--- config.mk ---
export PLATFORM = sky130hd
export DESIGN_NAME = frame_dispatch
export DESIGN_NICKNAME = d
export VERILOG_FILES = /design/src/common/gmii_tx_pkg.sv /design/src/design/frame_dispatch.sv
export SDC_FILE = /design/constraint.sdc
export NUM_CORES = 1
export LEC_CHECK = 0
export ABC_AREA = 1
export BUFFER_PORTS_ARGS = -buffer_cell sky130_fd_sc_hd__buf_2
export CAP_MARGIN = 20
export CORE_MARGIN = 2
export CORE_UTILIZATION = 47
export CTS_BUF_LIST = sky130_fd_sc_hd__clkbuf_4
export DETAILED_ROUTE_END_ITERATION = 8
export GPL_ROUTABILITY_DRIVEN = 0
export PLACE_DENSITY = 0.86
export SETUP_SLACK_MARGIN = 0.05
export SLEW_MARGIN = 10
export SYNTH_ARGS = -nofsm -noshare
export SYNTH_HDL_FRONTEND = slang
export SYNTH_SLANG_ARGS = --single-unit
--- constraint.sdc ---
create_clock -name GMII_GTX_CLK_int -period 1.1 [get_ports GMII_GTX_CLK_int]
set_input_delay 0.055 -clock GMII_GTX_CLK_int [delete_from_list [all_inputs] [get_ports GMII_GTX_CLK_int]]
set_output_delay 0.055 -clock GMII_GTX_CLK_int [all_outputs]
set_load 0.05 [all_outputs]
--- src/common/gmii_tx_pkg.sv ---
package gmii_tx_pkg;

   // Sizing defaults, passed down from the top level
   localparam int NUM_CHANNELS_DEF = 4;
   localparam int BUF_DEPTH_DEF    = 64;   // Bytes per channel, power of two

   // Channel tag width on the shared input port
   localparam int CHAN_W_MAX       = 2;

   // Ethernet framing
   localparam logic [7:0] PREAMBLE_BYTE = 8'h55;
   localparam logic [7:0] SFD_BYTE      = 8'hD5;
   localparam int         PREAMBLE_LEN  = 7;
   localparam int         IFG_CYCLES    = 12;   // Minimum idle cycles between frames

   // FCS, reflected CRC-32 as used on the wire
   localparam logic [31:0] CRC_POLY = 32'hEDB88320;
   localparam logic [31:0] CRC_INIT = 32'hFFFFFFFF;

endpackage

--- src/design/frame_dispatch.sv ---
module frame_dispatch #(
   parameter int NUM_CHANNELS = gmii_tx_pkg::NUM_CHANNELS_DEF
) (
   input  logic                               GMII_GTX_CLK_int,
   input  logic                               rst_i,
   input  logic                               in_valid_i,
   input  logic [7:0]                         in_data_i,
   input  logic                               in_last_i,
   input  logic [gmii_tx_pkg::CHAN_W_MAX-1:0] in_chan_i,
   input  logic [NUM_CHANNELS-1:0]            full_i,
   output logic [NUM_CHANNELS-1:0]            wr_en_o,
   output logic [7:0]                         wr_data_o,
   output logic                               wr_last_o,
   output logic [NUM_CHANNELS-1:0]            abort_o,
   output logic                               drop_o
);
   import gmii_tx_pkg::*;

   logic                  in_frame_q;   // Between first and last byte
   logic                  discard_q;    // Rest of an aborted frame
   logic [CHAN_W_MAX-1:0] chan_q;
   logic [CHAN_W_MAX-1:0] cur_chan;
   logic                  chan_ok;
   logic                  blocked;

   // Tag is only taken from the first byte of a frame
   assign cur_chan = in_frame_q ? chan_q : in_chan_i;
   assign chan_ok  = int'(cur_chan) < NUM_CHANNELS;
   assign blocked  = !chan_ok || full_i[cur_chan];   // Full already counts the write in flight

   always_ff @(posedge GMII_GTX_CLK_int)
   begin
      if (rst_i)
      begin
         in_frame_q <= 1'b0;
         discard_q  <= 1'b0;
         chan_q     <= '0;
         wr_en_o    <= '0;
         abort_o    <= '0;
         drop_o     <= 1'b0;
      end
      else
      begin
         wr_en_o <= '0;
         abort_o <= '0;
         drop_o  <= 1'b0;
         if (in_valid_i)
         begin
            chan_q     <= cur_chan;
            in_frame_q <= !in_last_i;
            if (discard_q)
            begin
               if (in_last_i)
                  discard_q <= 1'b0;
            end
            else if (blocked)
            begin
               // Rewind the partial frame, report once, skip to its end
               if (chan_ok)
                  abort_o[cur_chan] <= 1'b1;
               drop_o    <= 1'b1;
               discard_q <= !in_last_i;
            end
            else
               wr_en_o[cur_chan] <= 1'b1;
         end
      end
   end

   // Byte and last flag toward all buffers
   always_ff @(posedge GMII_GTX_CLK_int)
   begin
      if (in_valid_i)
      begin
         wr_data_o <= in_data_i;
         wr_last_o <= in_last_i;
      end
   end

endmodule

==> results of run 1 <==
[placed cells by master (no fill, tap or decap)]
| master | count |
|---|---|
| a21oi_1 | 3 |
| buf_2 | 35 |
| buf_4 | 2 |
| clkbuf_4 | 3 |
| clkinv_1 | 1 |
| dfxtp_1 | 11 |
| dfxtp_2 | 1 |
| dfxtp_4 | 1 |
| dlygate4sd3_1 | 10 |
| edfxtp_1 | 9 |
| inv_1 | 8 |
| inv_2 | 1 |
| inv_4 | 1 |
| inv_6 | 1 |
| nand2_1 | 10 |
| nand2_2 | 5 |
| nand2_4 | 6 |
| nand3_1 | 1 |
| nand3_2 | 4 |
| nand3_4 | 1 |
| nor2_1 | 4 |
| nor2_2 | 5 |
| nor2_4 | 1 |
| nor3_4 | 1 |
| o21ai_0 | 2 |
| or2_2 | 1 |
[cell families after synthesis]
group / share of synthesized area (%)
DFF: 67.52
AOI/OAI and AO/OA: 3.184
and+or+nand+nor: 24.05
buffers and inverters: 5.255
[through the flow]
stage	cells	cell area (µm²)
after floorplan	77	785.8
after global placement	129	988.4
after detailed placement	129	988.4
after CTS	143	1130
after global routing	144	1225
final	144	1225
[registers in the layout (all words and copies together) (netlist names)]
register,count
wr_data_o,8
wr_en_o,4
in_frame_q,1
drop_o,1
wr_last_o,1
chan_q,2
abort_o,4
discard_q,1
[final timing paths]
kind               from          to  slack [ns]  cells past startpoint
max          in_frame_q  abort_o[1]       -0.03                      8
min          in_valid_i  in_frame_q        0.15                      4
max reg2reg  in_frame_q  abort_o[1]       -0.03                      8
min reg2reg  in_frame_q  in_frame_q        0.55                      2
[repair_timing]
item / CTS / global route
endpoints found under the hold margin: 10 / 0
hold buffers: 10 / 0
gates resized for setup: 5 / 24
setup buffers: 0 / 1
pin swaps: 1 / 5
setup endpoints to repair: 9 / 11
[power by group]
| group | total (mW) | internal (mW) | switching (mW) |
|---|---|---|---|
| Sequential | 0.914 | 0.896 | 0.0184 |
| Clock | 0.353 | 0.132 | 0.221 |
| Combinational | 0.393 | 0.124 | 0.269 |
| Total | 1.66 | 1.15 | 0.509 |
[worst max-delay path, cell delays in order, from the launching register on]
cell and delay, ns:
dfxtp_4 0.42, inv_6 0.06, nand2_4 0.07, nand3_2 0.06
nand2_1 0.10, nand2_2 0.11, nand2_4 0.08, nand2_4 0.07
nor2_1 0.10
[layout make-up]
type                       instances  area, µm²
sequential                        22      535.5
fill                              99      316.6
tap                               16      20.02
timing repair buffer              47      290.3
inverter                          11      48.80
multi-input combinational         44      304.0
clock inverter                     1      3.754
clock buffer                       3      22.52
[routing by layer]
metal / part of all wire (%) / up-vias / GRT usage (%)
met3: 5.9 / 4 / 3.600
met1: 37 / 320 / 17.54
met5: 0 / - / 0
met4: 1.8 / 0 / 7.059
met2: 56 / 30 / 32.17
li1: - / 346 / -
==> run summary, run 1 <==
The synthesized area per cell came out at 10.20 µm². In the synthesized netlist, the cells that appear most often are dfxtp_1 (13), nand2_1 (13), nor2_1 (10). The number of detailed-route iterations in the first pass is 4. The DRC marker count from the first detailed-route iteration is 11. The detailed-route vias per instance came out at 4.861. The maximum achievable frequency came out at 884.7 MHz. Setup repair after global routing could not meet its margin everywhere. The worst-case clock skew is 0.002736 ns. The relative slew slack came out at 82.59%. The post-detailed-route wirelength per cell came out at 12.53 µm.

The run finished, with violations left. The final period demand of the worst path came out at 1.130 ns. Ranked by total cell area, the synthesized netlist is headed by edfxtp_1 (34%), dfxtp_1 (33%), nand2_2 (6.4%). The share of cells above drive strength 1 is 53.91%. The starting density of the core came out at 50.97%.

The final layout contains routed wiring with a total length of 1804 µm. The floorplan step set the die height to 44.89 µm. For this design the ratio of total power to cell area is 1355 nW/µm². Counting flops with a built-in enable in the synthesized netlist gives 9. The combined area of all synthesized cells is 785.8 µm². The final reports fail on negative setup slack.

The design draws 1.660 mW. CTS built an H-tree with a depth of 1. The post-synthesis cell type count came out at 12.

Counting the buffers created by CTS gives 3. The maximum fanout count along the critical path came out at 5. In this run the remaining antenna-violating nets after routing total 0. At the worst endpoint, the required time is 1.35 ns. The classification of the worst-slack hold path is input port to flop.

The first global-routing pass estimated 2421 µm of wire. The initial antenna violation count is 0. The total number of vias came out at 700.

Entering global routing, the biggest net connects 13 pins. The initialized floorplan defines 14 standard-cell rows. The layout net count is 147. The utilization after layout is 79.46%. The final-report setup violation count came out at 6. The number of nets in the synthesized netlist came out at 95. The placed wire-length estimate after detailed placement is 1109 µm.

The tool flagged a number of max-cap violations equal to 0. The most used flip-flop cell after synthesis is dfxtp_1. The number of buffer cells added on primary ports is 35. Clock tree synthesis selected as its root buffer the cell clkbuf_4. The setup slack after placement is -0.007311 ns.

The number of clock sinks is 22. The number of antenna repair diodes is 0. The number of I/O pins is 36. The post-route DRC violation count came out at 0.

The via count of the first global-routing pass came out at 632. The portion of the clock cycle consumed by the worst path in the final layout is 102.8%. The global-route usage over all layers came out at 16.84%. The top-area cell type share of the netlist area is 34.39%. The floorplan step set the die width to 44.89 µm.

The synthesized instance count came out at 77. The worst hold margin came out at 0.1464 ns. The die covers 2015 µm². The most area-hungry cell type in the Yosys netlist is edfxtp_1. The aggregate global routing overflow came out at 0.

The sum of negative setup slack came out at -0.08545 ns. The leakage power figure is 0.5953 nW. The worst setup path is launched from a flop. TritonCTS built the clock tree. The count of endpoints failing hold in the final timing report came out at 0.

After clock tree synthesis, the clock-pin slew on the worst setup and hold paths is 0.11 ns. Summing the sequential cell areas from Yosys gives 67.52% of the chip area. The relative area change from synthesis to final layout came out at 55.89%.

Counting flops with an async set or reset pin after synthesis yields a share of 0%. The critical path arrival came out at 1.38 ns. The clock latency on the worst-skew pair is 0.30 ns. The maximum root-to-sink buffer count came out at 2. The maximum vdd ir drop is 1.077 mV. The area of the core region is 1541 µm².

The number of warnings reported in the yosys synthesis log is 0. Once routing completed, OpenROAD measured the worst setup slack at -0.03035 ns. STA classifies the critical path endpoint as a flop. The slew at the pin closest to its max-slew limit came out at 0.2603 ns. The number of pins with negative max-slew slack in the final report is 0.

The number of storage elements in the synthesis netlist came out at 22. The critical path is of the flop to flop type.
(Power assumes the default switching activity.)
==> run 2: changes to the inputs <==
Settings changed: SKIP_CTS_REPAIR_TIMING set to 1.
==> run 2 against run 1 <==
The run still ends with negative setup slack left. Hold slack got worse by 0.063 ns. Final cell count did not move. Utilization fell by 0.32 points. Global-route usage fell by 1.4 points. Design area fell by 0.41%. Worst setup slack improved by 0.013 ns. Sequential power barely moved. Critical endpoint unchanged.
==> run summary, run 2 (synthesized netlist as in run 1, its figures left out) <==
By startpoint and endpoint, the worst setup path is classified as flop to flop. The critical path arrival came out at 1.32 ns (-0.06 ns). The multi-input gate area in the final layout came out at 299.0 µm² (-1.6%). The data required time of the worst path is 1.30 ns (-0.05 ns). The sum of internal, switching and leakage power came out at 1.654 mW (-0.36%). The total number of vias came out at 698 (-0.29%). The leakage power figure came out at 0.5943 nW (-0.18%).

The height of the chip is 44.89 µm (unchanged). The starting density of the core was 50.97% (unchanged). The maximum achievable frequency was 895.3 MHz (+1.2%). The utilization after layout came out at 79.14% (-0.32 points). The power density over cell area came out at 1356 nW/µm² (about the same). The number of buffer cells added on primary ports is 35 (unchanged). The max-capacitance violation count was 0 (unchanged). Leaving out fill and tap cells, the most frequent cell in the layout is buf_2. In the layout the commonest cells are buf_2 (35), dfxtp_1 (11), nand2_1 (10), dlygate4sd3_1 (10), edfxtp_1 (9). The number of filler cells placed in the layout is 101 (+2.0%). STA classifies the critical path endpoint as a flop.

The largest registers in the layout are wr_data_o: 8 flops, abort_o: 4 flops, wr_en_o: 4 flops. The slew at the pin closest to its max-slew limit is 0.2638 ns (+0.003474 ns). The global-route wire length before repair came out at 2228 µm (-8.0%). The DRC marker count from the first detailed-route iteration is 14 (+3). The clock transition time at the flip-flop clock pins of the worst setup and hold paths came out at 0.11 ns (about the same). The post-layout instance count excluding filler cells is 144 (unchanged). The count of endpoints failing hold in the final timing report was 0 (unchanged). The CTS tree is yes.

The width of the die came out at 44.89 µm (unchanged). The total routed wirelength is 1783 µm (-1.2%). The smallest setup slack after layout is -0.01690 ns (+0.01345 ns).

The cell row count is 14 (unchanged). The detailed-route vias per instance was 4.847 (-0.29%). The TritonCTS buffer count is 3 (unchanged). The placed cell count is 129 (unchanged). The checks that failed: negative setup slack. The tree is rooted in a clkbuf_4. The final period demand of the worst path came out at 1.117 ns (-0.01345 ns).

The number of clock sinks is 22 (unchanged). The global-route usage over all layers was 15.48% (-1.4 points). Setup repair after global routing could not meet its margin everywhere.

The via count of the first global-routing pass is 578 (-8.5%). The worst hold margin is 0.08347 ns (-0.06294 ns). The number of I/O pins came out at 36 (unchanged).

The post-detailed-route wirelength per cell is 12.38 µm (-1.2%). The top register by number of flip-flops is wr_data_o. The relative slew slack came out at 82.36% (-0.23 points).

The layout net count came out at 147 (unchanged). The maximum root-to-sink buffer count came out at 2 (unchanged). The setup slack after placement is -0.007311 ns (unchanged). The final antenna-violating net count came out at 0 (unchanged). The initial antenna violation count came to 0 (unchanged). The placed wire-length estimate after detailed placement is 1109 µm (unchanged). The number of H-tree branching levels is 1 (unchanged). The worst-case clock skew is 0.003319 ns (+0.0005830 ns). The portion of the clock cycle consumed by the worst path in the final layout was 101.5% (-1.2 points). The classification of the worst-slack hold path is input port to flop.

The number of detailed-route iterations in the first pass is 5 (+1). The run finished, with violations left. The clock latency on the worst-skew pair came to 0.30 ns (about the same). The maximum fanout count along the critical path is 5 (unchanged). The share of cells above drive strength 1 came out at 52.34% (-1.6 points). The area occupied by registers came out at 535.5 µm² (unchanged). The aggregate global routing overflow is 0 (unchanged). The total die area came to 2015 µm² (unchanged). The final-report setup violation count came out at 5 (-1). The area growth from synthesis to layout is 55.25%. The number of antenna repair diodes came out at 0 (unchanged). The post-route DRC violation count is 0 (unchanged). The area of the core region is 1541 µm² (unchanged). The maximum vdd ir drop is 1.096 mV (+1.8%).

The number of flip-flops in the largest register came out at 8 (unchanged). The number of pins with negative max-slew slack in the final report is 0 (unchanged). The maximum number of pins on one net before global-route repair came out at 13 (unchanged).

The worst setup path is launched from a flop.
-- run 2: path summary, 6_finish.rpt --
check,from,endpoint,slack (ns),cells past startpoint
worst min-delay path,rst_i,discard_q,0.08,4
worst max register to register,in_frame_q,abort_o[1],-0.02,7
worst max-delay path,in_frame_q,abort_o[1],-0.02,7
worst min register to register,in_frame_q,in_frame_q,0.55,2
-- run 2: area by class of cell --
type	count	area share, %
timing repair buffer	47	23.79
clock buffer	3	1.846
multi-input combinational	44	24.51
clock inverter	1	0.3077
inverter	11	4.000
sequential	22	43.90
tap	16	1.641
-- run 2: power by group --
group	leakage, nW	switching [mW]	internal [mW]
combinational	0.384	0.265	0.123
clock	0.0154	0.220	0.132
sequential	0.195	0.0184	0.896
-- run 2: routing by layer --
layer / global-route usage, % / share of wire (%) / routed length, µm / up-vias
li1: - / - / - / 347
met1: 17.02 / 38 / 684 / 316
met2: 27.83 / 55 / 972 / 33
met3: 4.000 / 6.5 / 116 / 2
met4: 7.059 / 0.56 / 10 / 0
met5: 0 / 0 / 0 / -
-- run 2: worst max-delay path, stage by stage (launching register included) --
cell	delay, ns
dfxtp_4	0.42
nand2_2	0.10
nand3_2	0.08
nand2_1	0.06
nand2_2	0.12
nand2_2	0.09
nand2_4	0.11
nor2_1	0.05
-- run 2: metrics by stage --
step           setup TNS (ns)  cell area, µm²
2_1_floorplan               0           785.8
3_3_place_gp                0           988.4
3_5_place_dp        -0.007311           988.4
4_1_cts              -0.04331            1015
5_1_grt               -0.2237            1220
6_report             -0.04133            1220
==> run 3: changes to the inputs <==
==> constraint.sdc (replaced) <==
create_clock -name GMII_GTX_CLK_int -period 1.1 [get_ports GMII_GTX_CLK_int]
set_input_delay 0.22 -clock GMII_GTX_CLK_int [delete_from_list [all_inputs] [get_ports GMII_GTX_CLK_int]]
set_output_delay 0.22 -clock GMII_GTX_CLK_int [all_outputs]
set_load 0.05 [all_outputs]
==> run 3 against run 2 <==
The run now ends clean. Sequential power is 1% higher. Critical endpoint is now wr_data_o[1]. Final cell count shrank 6.9%. Critical path depth down 6. Sequential cell count unchanged. Sequential share of layout area is 0.19 points lower. Via count decreased by 7.0%. Worst setup slack gained 0.020 ns.
==> run summary, run 3 (synthesized netlist as in run 1, its figures left out) <==
The slew at the pin closest to its max-slew limit was 0.2580 ns (-0.005784 ns). The starting density of the core is 50.97% (unchanged). The number of H-tree branching levels came out at 1 (unchanged).

The maximum number of pins on one net before global-route repair came out at 13 (unchanged). The worst hold margin came out at 0.08799 ns (+0.004521 ns). The setup slack after placement came out at 0.02066 ns (+0.02797 ns). The number of pins with negative max-slew slack in the final report came out at 0 (unchanged).

The number of buffer cells added on primary ports is 35 (unchanged). The multi-input gate area in the final layout came to 301.5 µm² (+0.84%). The initial antenna violation count came out at 0 (unchanged). The maximum root-to-sink buffer count is 2 (unchanged). The total routed wirelength came out at 1747 µm (-2.0%). The height of the chip is 44.89 µm (unchanged). The library cell used most frequently in the layout, excluding fill and tap cells, is buf_6. The post-route DRC violation count came to 0 (unchanged). The final-report setup violation count came out at 0 (-5). The critical path arrival is 0.88 ns (-0.44 ns). The slowest stage of the critical path belongs to the cell edfxtp_1. The via count of the first global-routing pass came out at 561 (-2.9%). STA classifies the critical path startpoint as a flop. The cell sitting at the root of the clock tree is a clkbuf_4. The maximum vdd ir drop is 0.9865 mV (-10%). The critical path goes through buf_6. The area of the core region came out at 1541 µm² (unchanged). The library cells used most frequently in the layout, excluding fill and tap cells, are buf_6 (18), buf_2 (17), nand2_1 (9), edfxtp_1 (9), dfxtp_1 (8).

The number of flip-flops in the largest register is 8 (unchanged). More flip-flops sit in one register than any other, and that register is wr_data_o. The final antenna-violating net count came to 0 (unchanged).

The data required time of the worst path was 0.88 ns (-0.42 ns). Setup repair after global routing could not meet its margin everywhere. The number of antenna repair diodes is 0 (unchanged). The final period demand of the worst path came out at 1.097 ns (-0.01964 ns). The worst-case clock skew is 0.004909 ns (+0.001589 ns).

The layout net count came out at 137 (-6.8%). The largest registers in the layout are wr_data_o: 8 flops, abort_o: 4 flops, wr_en_o: 4 flops. In this run the worst hold path is classified as input port to flop. The critical path buffer and inverter count came out at 1 (+1). TritonCTS built the clock tree. The power density over cell area is 1361 nW/µm² (+0.38%). The TritonCTS buffer count is 3 (unchanged). The number of detailed-route iterations in the first pass came out at 4 (-1). The width of the die is 44.89 µm (unchanged). The number of filler cells placed in the layout came out at 89 (-12%).

The global-route wire length before repair is 2228 µm (unchanged). The leakage power figure is 0.5783 nW (-2.7%). The share of cells above drive strength 1 is 63.56% (+11 points). The utilization after layout was 80.03% (+0.89 points). The DRC marker count from the first detailed-route iteration is 6 (-8). The count of endpoints failing hold in the final timing report was 0 (unchanged).

The highest cell delay on the worst timing path came out at 0.41 ns (about the same). The maximum fanout count along the critical path is 1 (-4). The cell row count is 14 (unchanged). The max-capacitance violation count is 0 (unchanged). The total die area came to 2015 µm² (unchanged).

The flow ran to the end, and the final reports show no timing, DRC or antenna violations. The area occupied by registers is 539.3 µm² (+0.70%). The portion of the clock cycle consumed by the worst path in the final layout is 99.75% (-1.8 points). The cell family with the largest share of critical-path delay is flip-flops. The post-detailed-route wirelength per cell came out at 13.04 µm (+5.3%). The worst setup path is captured at an output port. The global-route usage over all layers is 15.98% (+0.49 points). The clock latency on the worst-skew pair came out at 0.30 ns (about the same). The clock transition time at the flip-flop clock pins of the worst setup and hold paths came out at 0.11 ns (about the same).

The aggregate global routing overflow came out at 0 (unchanged). The smallest setup slack after layout is 0.002738 ns (+0.01964 ns). The relative area change from synthesis to final layout is 57.01%. The placed wire-length estimate after detailed placement is 1120 µm (+1.0%).

The number of clock sinks came to 22 (unchanged). The maximum achievable frequency was 911.4 MHz (+1.8%). The total number of vias is 649 (-7.0%). The worst setup path is of the flop to output port kind. The relative slew slack was 82.75% (+0.39 points). The detailed-route vias per instance came out at 4.843 (about the same).

The number of I/O pins came out at 36 (unchanged).
-- run 3: cell types whose count changed in the layout (fill, tap and decap cells not counted), moves of 2 or more --
cell,change
nor2_1,-2
dfxtp_1,-3
nor2_2,+4
dfxtp_2,+3
dlygate4sd3_1,-10
nor2_4,-2
buf_6,+18
inv_2,+2
buf_2,-18
-- run 3: power breakdown --
group | internal [mW] | switching (mW) | leakage (nW)
Clock | 0.132 | 0.224 | 0.0154
Sequential | 0.898 | 0.0265 | 0.196
Combinational | 0.141 | 0.258 | 0.367
-- run 3: metal layers --
layer / GRT usage (%) / vias up / part of all wire (%)
met3: 3.600 / 6 / 6.1
met5: 0 / - / 0
met2: 26.38 / 29 / 55
li1: - / 326 / -
met1: 19.32 / 288 / 36
met4: 8.824 / 0 / 2.5
-- run 3: metrics by stage --
stage	instance area, µm²	cells	TNS (ns)	power, mW
2_1_floorplan	785.8	77	0	1.145
3_3_place_gp	996.0	130	0	1.230
3_5_place_dp	996.0	130	0	1.237
4_1_cts	1022	134	-0.1175	1.578
5_1_grt	1234	134	-0.4715	1.743
6_report	1234	134	0	1.679
-- run 3: worst paths after layout --
kind                     start            to  slack, ns  cells after the start
setup / recovery  wr_data_o[1]  wr_data_o[1]      0.003                      1
hold / removal    in_data_i[6]  wr_data_o[6]       0.09                      1
setup reg to reg     chan_q[0]    abort_o[3]       0.02                      8
hold reg to reg     in_frame_q    in_frame_q       0.53                      2
-- run 3: final cells by class --
| class | instances | area share, % |
|---|---|---|
| sequential | 22 | 43.71 |
| timing repair buffer | 37 | 24.54 |
| multi-input combinational | 44 | 24.44 |
| inverter | 11 | 3.550 |
| clock buffer | 3 | 1.826 |
| tap | 16 | 1.623 |
| clock inverter | 1 | 0.3043 |
