$ cat src/common/gmii_tx_pkg.sv
package gmii_tx_pkg;

   // Sizing defaults, passed down from the top level
   localparam int NUM_CHANNELS_DEF = 4;
   localparam int BUF_DEPTH_DEF    = 64;   // Bytes per channel, power of two

   // Channel tag width on the shared input port
   localparam int CHAN_W_MAX       = 2;

   // Ethernet framing
   localparam logic [7:0] PREAMBLE_BYTE = 8'h55;
   localparam logic [7:0] SFD_BYTE      = 8'hD5;
   localparam int         PREAMBLE_LEN  = 7;
   localparam int         IFG_CYCLES    = 12;   // Minimum idle cycles between frames

   // FCS, reflected CRC-32 as used on the wire
   localparam logic [31:0] CRC_POLY = 32'hEDB88320;
   localparam logic [31:0] CRC_INIT = 32'hFFFFFFFF;

endpackage

$ cat src/frame_buffer/frame_buffer.sv
module frame_buffer #(
   parameter int BUF_DEPTH = gmii_tx_pkg::BUF_DEPTH_DEF
) (
   input  logic       GMII_GTX_CLK_int,
   input  logic       rst_i,
   input  logic       wr_en_i,
   input  logic [7:0] wr_data_i,
   input  logic       wr_last_i,
   input  logic       abort_i,
   input  logic       rd_en_i,
   output logic       full_o,
   output logic       frame_ready_o,
   output logic [7:0] rd_data_o,
   output logic       rd_last_o
);

   localparam int AW = $clog2(BUF_DEPTH);

   // Each entry holds the last flag above the byte
   logic [8:0]    mem [BUF_DEPTH];

   // Pointers carry one extra wrap bit
   logic [AW:0]   wr_ptr_q;      // Working write position
   logic [AW:0]   wr_commit_q;   // End of the last complete frame
   logic [AW:0]   rd_ptr_q;
   logic [AW:0]   frames_q;      // Committed frames not yet read out

   logic [AW:0]   wr_base;
   logic [AW:0]   used;
   logic [AW+1:0] fill;
   logic          commit;
   logic          release_frame;

   assign commit        = wr_en_i && wr_last_i;
   assign release_frame = rd_en_i && rd_last_o;

   // An abort in progress frees the partial frame this cycle
   assign wr_base = abort_i ? wr_commit_q : wr_ptr_q;
   assign used    = wr_base - rd_ptr_q;
   assign fill    = {1'b0, used} + (AW + 2)'(wr_en_i);
   assign full_o  = fill >= (AW + 2)'(BUF_DEPTH);

   assign frame_ready_o = frames_q != '0;

   // Current read position, shown without a clock
   assign rd_data_o = mem[rd_ptr_q[AW-1:0]][7:0];
   assign rd_last_o = mem[rd_ptr_q[AW-1:0]][8];

   always_ff @(posedge GMII_GTX_CLK_int)
   begin
      if (wr_en_i)
         mem[wr_ptr_q[AW-1:0]] <= {wr_last_i, wr_data_i};
   end

   // Write side, commit on last and rewind on abort
   always_ff @(posedge GMII_GTX_CLK_int)
   begin
      if (rst_i)
      begin
         wr_ptr_q    <= '0;
         wr_commit_q <= '0;
      end
      else if (abort_i)
         wr_ptr_q <= wr_commit_q;
      else if (wr_en_i)
      begin
         wr_ptr_q <= wr_ptr_q + 1'b1;
         if (wr_last_i)
            wr_commit_q <= wr_ptr_q + 1'b1;
      end
   end

   always_ff @(posedge GMII_GTX_CLK_int)
   begin
      if (rst_i)
         rd_ptr_q <= '0;
      else if (rd_en_i)
         rd_ptr_q <= rd_ptr_q + 1'b1;
   end

   // Frame count, up on commit and down when a last byte leaves
   always_ff @(posedge GMII_GTX_CLK_int)
   begin
      if (rst_i)
         frames_q <= '0;
      else
      begin
         case ({commit, release_frame})
            2'b10:   frames_q <= frames_q + 1'b1;
            2'b01:   frames_q <= frames_q - 1'b1;
            default: frames_q <= frames_q;
         endcase
      end
   end

endmodule

$ cat config.mk
export PLATFORM = sky130hd
export DESIGN_NAME = frame_buffer
export DESIGN_NICKNAME = d
export VERILOG_FILES = /design/src/common/gmii_tx_pkg.sv /design/src/frame_buffer/frame_buffer.sv
export SDC_FILE = /design/constraint.sdc
export NUM_CORES = 1
export LEC_CHECK = 0
export ABC_AREA = 1
export BUFFER_PORTS_ARGS = -buffer_cell sky130_fd_sc_hd__buf_2
export CAP_MARGIN = 25
export CORE_UTILIZATION = 68
export DETAILED_ROUTE_END_ITERATION = 6
export MAX_ROUTING_LAYER = met4
export PLACE_DENSITY = 0.85
export SYNTH_ARGS = -nofsm -noshare
export SYNTH_HDL_FRONTEND = slang
export SYNTH_SLANG_ARGS = --single-unit
$ cat constraint.sdc
create_clock -name GMII_GTX_CLK_int -period 4.9 [get_ports GMII_GTX_CLK_int]
set_input_delay 0.49 -clock GMII_GTX_CLK_int [delete_from_list [all_inputs] [get_ports GMII_GTX_CLK_int]]
set_output_delay 0.49 -clock GMII_GTX_CLK_int [all_outputs]
set_load 0.02 [all_outputs]
==> results of run 1 <==
## metrics by stage
stage / utilization (%) / setup slack, ns
6_report: 74.94 / 0.3525
5_1_grt: 74.94 / 0.3364
4_1_cts: 74.90 / 0.6739
3_5_place_dp: 69.79 / 0.9299
3_3_place_gp: 69.79 / 1.085
2_1_floorplan: - / 2.199
## worst min-delay path by stage
stage	from	to	slack (ns)	depth (start not counted)
floorplan	frames_q[6]$_SDFFE_PP0P_	frames_q[6]$_SDFFE_PP0P_	0.43	2
global placement	frames_q[6]$_SDFFE_PP0P_	frames_q[6]$_SDFFE_PP0P_	0.45	2
detailed placement	frames_q[6]$_SDFFE_PP0P_	frames_q[6]$_SDFFE_PP0P_	0.46	2
CTS	rd_en_i	rd_ptr_q[0]$_SDFFE_PP0P_	0.22	3
global route	rd_en_i	rd_ptr_q[0]$_SDFFE_PP0P_	0.26	3
finish	rd_en_i	rd_ptr_q[0]$_SDFFE_PP0P_	0.24	3
## where the power goes
part	switching [mW]	internal [mW]
sequential	0.0173	5.72
combinational	0.632	0.236
clock	1.87	2.56
## synth_stat cells (2+ instances only)
cell type	count	area share, %
sky130_fd_sc_hd__a21oi_1	65	1.3
sky130_fd_sc_hd__a31oi_1	2	0.049
sky130_fd_sc_hd__buf_1	6	0.088
sky130_fd_sc_hd__buf_2	48	0.94
sky130_fd_sc_hd__buf_4	31	0.91
sky130_fd_sc_hd__buf_6	16	0.71
sky130_fd_sc_hd__clkbuf_1	24	0.35
sky130_fd_sc_hd__clkinv_1	3	0.044
sky130_fd_sc_hd__dfxtp_1	34	2.7
sky130_fd_sc_hd__edfxtp_1	576	68
sky130_fd_sc_hd__fa_1	2	0.16
sky130_fd_sc_hd__ha_1	16	0.79
sky130_fd_sc_hd__inv_1	70	1.0
sky130_fd_sc_hd__inv_2	2	0.029
sky130_fd_sc_hd__nand2_1	640	9.4
sky130_fd_sc_hd__nand3_1	389	7.6
sky130_fd_sc_hd__nand4_1	10	0.25
sky130_fd_sc_hd__nor2_1	145	2.1
sky130_fd_sc_hd__nor3_1	5	0.098
sky130_fd_sc_hd__o211ai_1	2	0.059
sky130_fd_sc_hd__o21ai_0	83	1.6
sky130_fd_sc_hd__o21ai_1	21	0.41
sky130_fd_sc_hd__o22ai_1	24	0.59
sky130_fd_sc_hd__xnor2_1	3	0.10
sky130_fd_sc_hd__xor2_1	9	0.31
## final cells by class
class,instances,area [um^2]
multi-input cells,1426,6425
clock buffers,69,1556
clock inverters,36,324.1
well taps,468,585.6
fillers,2159,9218
repair buffers,52,399.1
flip-flops and latches,610,17990
inverters,76,291.5
## state kept, by name, summed over array words and instances, names as in the netlist, named ones only
register and count:
wr_ptr_q 7, mem 576, frames_q 7, wr_commit_q 7, rd_ptr_q 7
## worst max-delay path: cells and delay by family, from the launching register on
kind	cells	cell delay, ns
buffers and inverters	3	1.50
AOI/OAI and AO/OA	4	0.85
and+or+nand+nor	2	0.44
DFF	1	0.38
## kinds of logic (layout without fill, tap and decap cells)
logic type      after synthesis  count (layout)  synth area share (%)
simple gates               1195            1195                 19.71
flops                       610             610                 70.52
buf+inv                     203             233                 4.280
compound gates              201             201                 4.142
fa+ha+maj                    18              18                0.9423
xor+xnor                     12              12                0.4123
## layer usage
layer  share of wire (%)  vias to the layer above
li1                    -                     7816
met1                  37                     8412
met2                  47                     1326
met3                  12                      204
met4                 3.8                        0
met5                   0                        -
==> results list, run 1 <==
* Status: finished, final reports clean
- Met1 routing resource usage after global routing: 45.17%
- For this design, the CTS-stage hold fixing added 0 buffers.
- In this run the worst setup path terminates at rd_data_o[1].
- Synthesis instantiated 38 different standard cells from the library.
- For met2 alone, demand over resource in global routing was 52.26%.
* 1st-pass router iterations: 6
- No sink is reached through more buffers than the 3 on the longest clock path.
* Detail-routed via count per cell: 6.488
- The initial antenna violation count was 0.
* DRC violation count after routing: 0
* Worst slew pin tran: 1.195 ns
- The worst register-to-register path ends at frames_q[5]$_SDFFE_PP0P_.
- Ordered cell list for the critical path: buf_12 > buf_4 > o21ai_0 > o22ai_1 > o21ai_1 > o21ai_1 > nand3_1 > nand2_1 > buf_2
* Maximum frequency from static timing analysis: 219.9 MHz
- Post-route clock period utilization: 92.81%
- Seq/Total Area, Yosys: 70.52%
- Yosys warnings: 0
- On the worst path, the slowest cell contributes a delay of 0.68 ns.
- Cell area after layout: 27570 um^2
* Met3 track demand over resource: 5.492%
* Worst Reg2Reg Path Length in Cells: 20
- STA classifies the critical path endpoint as an output pin.
* Hold Fails Final Rpt: 0
- In this run the tightest slew margin relative to its limit is 20.32%.
* Unrepaired setup endpoints after global routing: no
* Peak supply drop: 0.0003356 V
- Total count of max-transition violations in the final report: 0
- The net count of the finished layout is 2256.
* Chip height: 195.6 um
- Average detailed-routed wire length per instance: 22.53 um
* DP Area: 25670 um^2
- Area of the mapped netlist: 25490 um^2
- Startpoint Class: flop
- Counting flops with a built-in enable in the synthesized netlist gives 576.
* Most frequent cells in the layout: sky130_fd_sc_hd__nand2_1 (640), sky130_fd_sc_hd__edfxtp_1 (576), sky130_fd_sc_hd__nand3_1 (389), sky130_fd_sc_hd__nor2_1 (145), sky130_fd_sc_hd__o21ai_0 (83)
* Floorplan Core Area: 36790 um^2
- After technology mapping, the gate count stands at 2239.
- Counting flops with an async set or reset pin after synthesis yields a share of 0%.
- Instance count after placement with tap cells included: 2631
- Dividing the synthesized area by the synthesized cell count gives 11.39 um^2.
- The die is 195.6 um wide.
- After clock tree synthesis, the clock-pin slew on the worst setup and hold paths is 0.06 ns.
* Worst endpoint data arrival time: 4.06 ns
- Total power after layout: 11.05 mW
* Critical Setup Path Class: reg2out
- The initial utilization of the core area, before any placement, comes to 69.30%.
- In the final layout, the share of cells above drive strength 1 is 6.214%.
- Among all stages on the critical path, the largest delay is contributed by sky130_fd_sc_hd__buf_12.
* Most repeated library cell on the critical path: sky130_fd_sc_hd__o21ai_1
- Clock latency reported for the late side of the worst-skew pair: 0.59 ns
- Row Count: 70
* Ports placed on the boundary: 25
* Number of clock sinks: 610
- Clk root buf: sky130_fd_sc_hd__clkbuf_16
- Worst Hold Slack: 0.2363 ns
* Worst reg2reg setup slack: 0.87 ns
- First DRT Iteration DRCs: 2731
- Summed negative setup slack over all endpoints: 0 ns
* Class of the most critical hold timing path: in2reg
- Routing layer with the top usage in global route: met2
- Global-route wire length before repair: 95010 um
* Number of gates resized after cts: 0
- Final setup violation count: 0
* Max-cap viol count: 0
- CTS tree: yes
- Data on the critical path is required at its endpoint by 4.41 ns.
- Detailed placement ended at an HPWL of 33870 um.
- Dividing total power by cell area gives a power density of 400.7 nW/um^2.
- Antenna diode count: 0
- In this run the worst path has a maximum fanout of 253.
- Most used DFF post-synth: sky130_fd_sc_hd__edfxtp_1
- Tmin final: 4.547 ns
* Clock buffer count from CTS: 58
- Buffers inserted during post-CTS setup optimization: 0
- Post-Route Skew: 0.01851 ns
- The count of buffers added on input and output ports is 24.
* Area of the die: 38270 um^2
- Static leakage power: 9.884 nW
- Congestion Overflow GR: 0
- GRT Total Usage: 33.81%
- Most common cell after layout, fill and taps aside: sky130_fd_sc_hd__nand2_1
- Number of global-route vias before repair: 17140
- Routability congestion estimate from global placement: 0.9445
- Antenna-violating nets left: 0
* Number of cells in the finished layout apart from fillers: 2737
* Synthesis-to-finish area growth: 8.137%
- Synth Net Count: 2271
- Synthesis inferred 610 register bits.
- Summed over all layers, the routed wires come to 61660 um.
* Maximum number of pins on one net before global-route repair: 254
- Total vias in the final route: 17760
- The H-tree generated during clock tree synthesis spans 2 levels.
(Power assumes the default switching activity.)
==> run 2, diff against run 1 <==
Settings changed: ABC_AREA 1 to unset, CORE_UTILIZATION 68 to 67, MAX_ROUTING_LAYER met4 to unset, PLACE_DENSITY 0.85 to 0.84.
==> run 2 against run 1 <==
Non-clock buffer count increased by 4. Synthesized cell count down 45%. Clock power shrank 4.7%. Register-to-register slack worse by 0.26 ns. Sequential power rose by 0.7%. Area after synthesis decreased by 5.4%. Critical path type unchanged. Critical endpoint is now rd_data_o[4]. Highest routed layer is now met5.
==> results list, run 2 <==
- The number of buffers added for setup after CTS was 0 (unchanged).
* Effective utilization at floorplan: 67.97% (-1.3 points)
* Detail-routed via count per cell: 7.151 (+10%)
* Synthesis-to-finish area growth: 10.35%
* Avg Inst Size Synth: 19.50 um^2 (+71%)
* Worst slew pin tran: 1.093 ns (-0.1019 ns)
* Headroom to the max-slew limit: 26.85% (+6.5 points)
* Fraction of final layout cells with drive strength greater than 1: 21.97% (+16 points)
* Critical Path RT: 4.41 ns (about the same)
- The total of cells resized after clock tree synthesis was 0 (unchanged).
* Initial antenna violation count: 2 (+2)
- Final WS setup: 0.5983 ns (+0.2457 ns)
* Most common cell after layout, fill and taps aside: sky130_fd_sc_hd__edfxtp_1
* Chip height: 191.7 um (-2.0%)
- The x dimension of the die is 191.7 um (-2.0%).
* Clock buffer count from CTS: 56 (-3.4%)
* Summed negative setup slack over all endpoints: 0 ns (unchanged)
- The final setup violation count was 0 (unchanged).
* Seq/Total Area, Yosys: 74.54% (+4.0 points)
* Post-synth top area share: 71.72% (+3.9 points)
- The number of iterations in the first detailed-routing pass is 6 (unchanged).
* Worst Hold Slack: 0.1754 ns (-0.06085 ns)
- Antenna diode count: 0 (unchanged)
* Critical Setup Path Class: reg2out
- Unrepaired setup endpoints after global routing: no
- The site row count is 69 (-1.4%).
- Max Fanout on Critical Path: 49 (-81%)
- Critical path endpoint category: output pin
- The post-synth net total is 1269 (-44%).
- The detailed-route via count is 12800 (-28%).
- The overflow left after global routing is 0 (unchanged).
* Global-route wire length before repair: 82800 um (-13%)
* Post-route clock period utilization: 87.79% (-5.0 points)
* Floorplan Core Area: 35480 um^2 (-3.5%)
- Number of hold-repair buffers added at the cts stage: 0 (unchanged)
- The path with the worst hold slack has its endpoint at mem[62][6]$_DFFE_PP_.
* Post-Route Skew: 0.01431 ns (-0.004207 ns)
- Tmin final: 4.302 ns (-0.2457 ns)
* Number of enable flip-flop cells after synthesis: 576 (unchanged)
- The routed wire length per instance is 31.74 um (+41%).
- The register clock-pin slew on the reported worst setup and hold paths is 0.07 ns (about the same).
- The final max-slew violation count is 0 (unchanged).
- The worst endpoint data arrival time came to 3.81 ns (-0.25 ns).
- GRT Total Usage: 32.05% (-1.8 points)
- Worst R2R End: frames_q[6]$_SDFFE_PP0P_
- The weighted congestion reported at the end of routability-driven placement came to 0.8664 (-8.3%).
* Clk root buf: sky130_fd_sc_hd__clkbuf_16
- The flip-flop count of the largest register, all copies and words added was 576 (unchanged).
- DRC violation count after routing: 0 (unchanged)
- Number of clock sinks: 610 (unchanged)
* Worst Reg2Reg Path Length in Cells: 14 (-30%)
- CTS HTree Levels: 2 (unchanged)
* Most used DFF post-synth: sky130_fd_sc_hd__edfxtp_1
- The hold-critical path depth came to 1 (-2).
- First DRT Iteration DRCs: 1884 (-31%)
- Antenna-violating nets left: 0 (unchanged)
* Most frequent cells in the layout: sky130_fd_sc_hd__edfxtp_1 (576), sky130_fd_sc_hd__mux4_2 (146), sky130_fd_sc_hd__nor2_1 (114), sky130_fd_sc_hd__clkbuf_16 (56), sky130_fd_sc_hd__nand2_1 (34)
- The number of global-route vias before repair came to 12800 (-25%).
- The netlist area before placement came to 24120 um^2 (-5.4%).
- Max Root-Sink Buffers: 3 (unchanged)
- The number of standard cells in the layout, taps in and fillers out is 1790 (-35%).
- The number of nets in the layout came to 1320 (-41%).
- By count the netlist is led by sky130_fd_sc_hd__edfxtp_1 (576), sky130_fd_sc_hd__mux4_2 (146), sky130_fd_sc_hd__nor2_1 (114).
- Worst reg2reg setup slack: 0.61 ns (-0.26 ns)
- The maximum VDD drop is 0.0004028 V (+20%).
* Biggest area contributors in the synthesized netlist: sky130_fd_sc_hd__edfxtp_1 (72%), sky130_fd_sc_hd__mux4_2 (14%), sky130_fd_sc_hd__dfxtp_1 (2.8%)
* CTS tree: yes
* Maximum number of pins on one net before global-route repair: 67 (-74%)
- Clock latency reported for the late side of the worst-skew pair: 0.62 ns (+0.03 ns)
* Share of flip-flops with an asynchronous set or reset after synthesis: 0% (unchanged)
* Static leakage power: 8.267 nW (-16%)
- Yosys warnings: 0 (unchanged)
* Instance count after placement with tap cells included: 1686 (-36%)
- Hold path startpoint: wr_data_i[6]
- The max-cap violation count was 0 (unchanged).
- DP Area: 24810 um^2 (-3.4%)
- Cell area after layout: 26610 um^2 (-3.5%)
- The setup slack at placement came to 0.7437 ns (-0.1863 ns).
* Yosys top cell by area: sky130_fd_sc_hd__edfxtp_1
* Cell with the most instances after synthesis: sky130_fd_sc_hd__edfxtp_1
- Ports placed on the boundary: 25 (unchanged)
- The count of distinct cell types in the synthesized netlist came to 56 (+47%).
* Total length of routed wires: 56810 um (-7.9%)
* Status: finished, final reports clean
- The number of cells produced by synthesis came to 1237 (-45%).
* Class of the most critical hold timing path: in2reg
- Hold Fails Final Rpt: 0 (unchanged)
* Area of the die: 36760 um^2 (-3.9%)
* Flops & latches, synth: 610 (unchanged)
* Input/output buffers: 24 (unchanged)
- The sum of net half-perimeters after detailed placement was 32850 um (-3.0%).
* Pwr per Cell Area: 403.8 nW/um^2 (+0.78%)
* Maximum frequency from static timing analysis: 232.5 MHz (+5.7%)
- Startpoint Class: flop
## run 2: cells by family (layout without fill, tap and decap cells)
logic type,Yosys count,count (layout),synth area share (%)
buffers and inverters,80,172,1.484
xor gates and xnor gates,23,23,0.8353
AOI/OAI and AO/OA,119,119,3.419
adders and majority gates,18,18,0.9961
DFF,610,610,74.54
muxes,169,169,14.61
and+or+nand+nor,218,218,4.109
## run 2: worst max path at each step
stage          start                  endpoint  slack, ns  depth (start not counted)
2_1_floorplan   flop  frames_q[6]$_SDFFE_PP0P_       1.23                         15
3_3_place_gp    flop  frames_q[6]$_SDFFE_PP0P_       0.82                         14
3_5_place_dp    flop  frames_q[6]$_SDFFE_PP0P_       0.74                         14
4_1_cts         flop              rd_data_o[4]       0.59                          8
5_1_grt         flop  frames_q[6]$_SDFFE_PP0P_       0.41                         14
6_report        flop              rd_data_o[4]       0.60                          8
## run 2: cell type report
cell class | count | area [um^2]
Sequential cell | 610 | 17990
Fill cell | 1775 | 8871
Multi-Input combinational cell | 547 | 5782
Clock buffer | 67 | 1443
Tap cell | 461 | 576.8
Timing Repair Buffer | 56 | 474.2
Clock inverter | 32 | 286.5
Inverter | 17 | 63.81
## run 2: metal layers
layer	up-vias	wire length, um	global-route usage [%]	part of all wire, %
met5	-	26	0	0.046
li1	5132	-	-	-
met2	947	28540	52.32	50
met3	151	5825	6.724	10
met1	6567	20440	43.08	36
met4	4	1967	12.18	3.5
## run 2: critical path, cell delays in order (launching register included)
cell                        delay, ns
sky130_fd_sc_hd__dfxtp_4         0.92
sky130_fd_sc_hd__buf_4           0.41
sky130_fd_sc_hd__or4b_1          0.31
sky130_fd_sc_hd__a211oi_1        0.10
sky130_fd_sc_hd__a21oi_1         0.29
sky130_fd_sc_hd__o2111ai_1       0.33
sky130_fd_sc_hd__o32ai_1         0.41
sky130_fd_sc_hd__or3_1           0.22
sky130_fd_sc_hd__buf_2           0.19
## run 2: power breakdown
group / internal (mW) / total (mW) / leakage [nW] / switching, mW
sequential: 5.73 / 5.78 / 5.46 / 0.0544
clock: 2.31 / 4.23 / 0.838 / 1.92
combinational: 0.318 / 0.735 / 1.97 / 0.416
total: 8.36 / 10.7 / 8.27 / 2.39
## run 2: stage by stage
stage / power (mW) / util, %
after floorplan: 6.349 / -
after global placement: 6.572 / 69.63
after detailed placement: 6.604 / 69.91
after CTS: 10.73 / 74.78
after global routing: 10.97 / 75.00
final: 10.75 / 75.00
==> run 3, diff against run 2 <==
Settings changed: CORE_MARGIN set to 2, CTS_CLUSTER_DIAMETER set to 120.
==> run 3 against run 2 <==
Fmax shrank 3.7%. Non-clock buffer count up 3. Routed wire length up 0.80%. Count of clock-buffer cells in the layout shrank 1. Global-route usage is 0.80 points lower. Highest routed layer is now met4.
==> results list, run 3 (same netlist as run 2, synthesis figures left out) <==
- The number of instances in the placed design is 1681 (-0.30%).
- Buffers inserted during post-CTS setup optimization: 0 (unchanged)
- Post-route clock period utilization: 91.13% (+3.3 points)
* Clock buffer count from CTS: 56 (unchanged)
- Chip height: 193.7 um (+1.0%)
* Final-layout fill cell count: 1787 (+0.68%)
* Max layer used: met4
* Row Count: 69 (unchanged)
* Max Fanout on Critical Path: 43 (-12%)
- The post-cts hold buffer count was 0 (unchanged).
* Clk pin slew, worst setup/hold paths: 0.06 ns (about the same)
- Final setup violation count: 0 (unchanged)
- Delay contributed by the slowest stage of the critical path: 0.73 ns (-0.19 ns)
* Routed length on met1: 20340 um (-0.49%)
* HPWL reported at the end of detailed placement: 32720 um (-0.40%)
- The final max-slew violation count was 0 (unchanged).
- Worst endpoint data arrival time: 3.98 ns (+0.17 ns)
- DP Area: 24740 um^2 (-0.29%)
- STA classifies the critical path startpoint as a flop.
- For this design, the slowest cell found on the critical path is sky130_fd_sc_hd__buf_4.
- Bufs and invs on worst path: 2 (unchanged)
* Area of the die: 37530 um^2 (+2.1%)
* Effective utilization at floorplan: 67.97% (unchanged)
* Antenna-violating nets left: 0 (unchanged)
- Setup repair after global routing left no endpoint under its margin.
- Summed negative setup slack over all endpoints: 0 ns (unchanged)
- The source-to-sink clock delay at the later pin of the worst-skew pair is 0.61 ns (about the same).
- The post-detailed-routing wire length was 57260 um (+0.80%).
* Floorplan Core Area: 35480 um^2 (unchanged)
- Final layout net count: 1323 (+0.23%)
* Number of clock sinks: 610 (unchanged)
- Met2 wire len: 28520 um (about the same)
* Tmin final: 4.465 ns (+0.1635 ns)
* Maximum frequency from static timing analysis: 224.0 MHz (-3.7%)
* Most frequent cells in the layout: sky130_fd_sc_hd__edfxtp_1 (576), sky130_fd_sc_hd__mux4_2 (146), sky130_fd_sc_hd__nor2_1 (114), sky130_fd_sc_hd__clkbuf_16 (56), sky130_fd_sc_hd__nand2_1 (34)
- Headroom to the max-slew limit: 29.33% (+2.5 points)
- Number of cells in the finished layout apart from fillers: 1795 (+0.28%)
- The weighted congestion reported at the end of routability-driven placement is 0.8407 (-3.0%).
- Worst slew pin tran: 1.056 ns (-0.03706 ns)
- Critical Path RT: 4.41 ns (about the same)
- CTS HTree Levels: 2 (unchanged)
* Antenna diode count: 0 (unchanged)
* Number of gates resized after cts: 0 (unchanged)
- The detailed router's first-iteration violation count is 1970 (+4.6%).
- The flow ran to the end, and the final reports show no timing, DRC or antenna violations.
- X dimension of the die: 193.7 um (+1.0%)
- The overflow left after global routing is 0 (unchanged).
* GRT Total Usage: 31.25% (-0.80 points)
- The ratio of cells with drive above 1 in the final layout was 22.19% (+0.22 points).
- Kind of cell with the highest combined delay on the critical path: buffers and inverters
* Detail-routed via count per cell: 7.172 (+0.29%)
- Synthesis-to-finish area growth: 10.73%
- The total power came to 10.91 mW (+1.6%).
- Static leakage power: 8.319 nW (+0.63%)
- The detailed-route via count is 12870 (+0.57%).
- Most common cell after layout, fill and taps aside: sky130_fd_sc_hd__edfxtp_1
- Ordered cell list for the critical path: buf_4 > mux4_2 > a22o_1 > nor2_1 > o32ai_1 > or3_1 > buf_2
- The count of endpoints failing hold in the final timing report is 0 (unchanged).
- Worst Hold Slack: 0.2832 ns (+0.1077 ns)
* Critical path endpoint category: output pin
- Largest register FFs: 576 (unchanged)
* CTS tree: yes
- Global-route wire length before repair: 85040 um (+2.7%)
* Number of global-route vias before repair: 12860 (+0.48%)
- Clk root buf: sky130_fd_sc_hd__clkbuf_16
* 1st-pass router iterations: 6 (unchanged)
* DRC violation count after routing: 0 (unchanged)
- The number of top-level pins is 25 (unchanged).
- The final standard cell area without fillers came to 26700 um^2 (+0.35%).
- The routed wire length per instance was 31.90 um (+0.52%).
* Critical Setup Path Class: reg2out
* Met3 wire length: 5891 um (+1.1%)
- The tightest min-delay check is of the in2reg type.
- Initial antenna violation count: 1 (-1)
- The max-cap violation count was 0 (unchanged).
- Max Root-Sink Buffers: 3 (unchanged)
- The number of buffers added on ports is 24 (unchanged).
- The total power divided by cell area was 408.7 nW/um^2 (+1.2%).
- The clock tree skew after final layout was 0.02427 ns (+0.009966 ns).
* Peak supply drop: 0.0004044 V (+0.40%)
- The pin count of the biggest net entering global routing is 67 (unchanged).
-- run 3: where the power goes --
| group | switching [mW] | internal, mW |
|---|---|---|
| Combinational | 0.419 | 0.314 |
| Sequential | 0.0489 | 5.73 |
| Clock | 1.89 | 2.52 |
-- run 3: worst paths after layout --
check / startpoint / end / slack (ns) / depth (start not counted)
setup / recovery: flop / rd_data_o[5] / 0.43 / 7
hold / removal: wr_data_i[1] / mem[45][1]$_DFFE_PP_ / 0.28 / 1
setup reg to reg: flop / frames_q[6]$_SDFFE_PP0P_ / 0.58 / 14
hold reg to reg: rd_ptr_q[6]$_SDFFE_PP0P_ / rd_ptr_q[6]$_SDFFE_PP0P_ / 0.51 / 2
-- run 3: metrics by stage --
stage / setup slack, ns / utilization (%)
after global placement: 0.7872 / 69.57
after floorplan: 1.234 / -
after CTS: 0.3998 / 74.86
after global routing: 0.2015 / 75.26
after detailed placement: 0.6761 / 69.71
final: 0.4347 / 75.26
-- run 3: routing by layer --
layer,GRT usage [%],vias up
li1,-,5137
met1,43.15,6561
met2,50.56,999
met4,12.69,0
met3,5.705,177
met5,0,-
-- run 3: area by class of cell --
| type | count | area (um^2) | share of cell area [%] |
|---|---|---|---|
| sequential | 610 | 17990 | 67.35 |
| clock buffer | 66 | 1439 | 5.388 |
| timing repair buffer | 59 | 469.2 | 1.757 |
| multi-input combinational | 547 | 5782 | 21.65 |
| tap | 461 | 576.8 | 2.160 |
| clock inverter | 35 | 387.9 | 1.452 |
| inverter | 17 | 63.81 | 0.2390 |
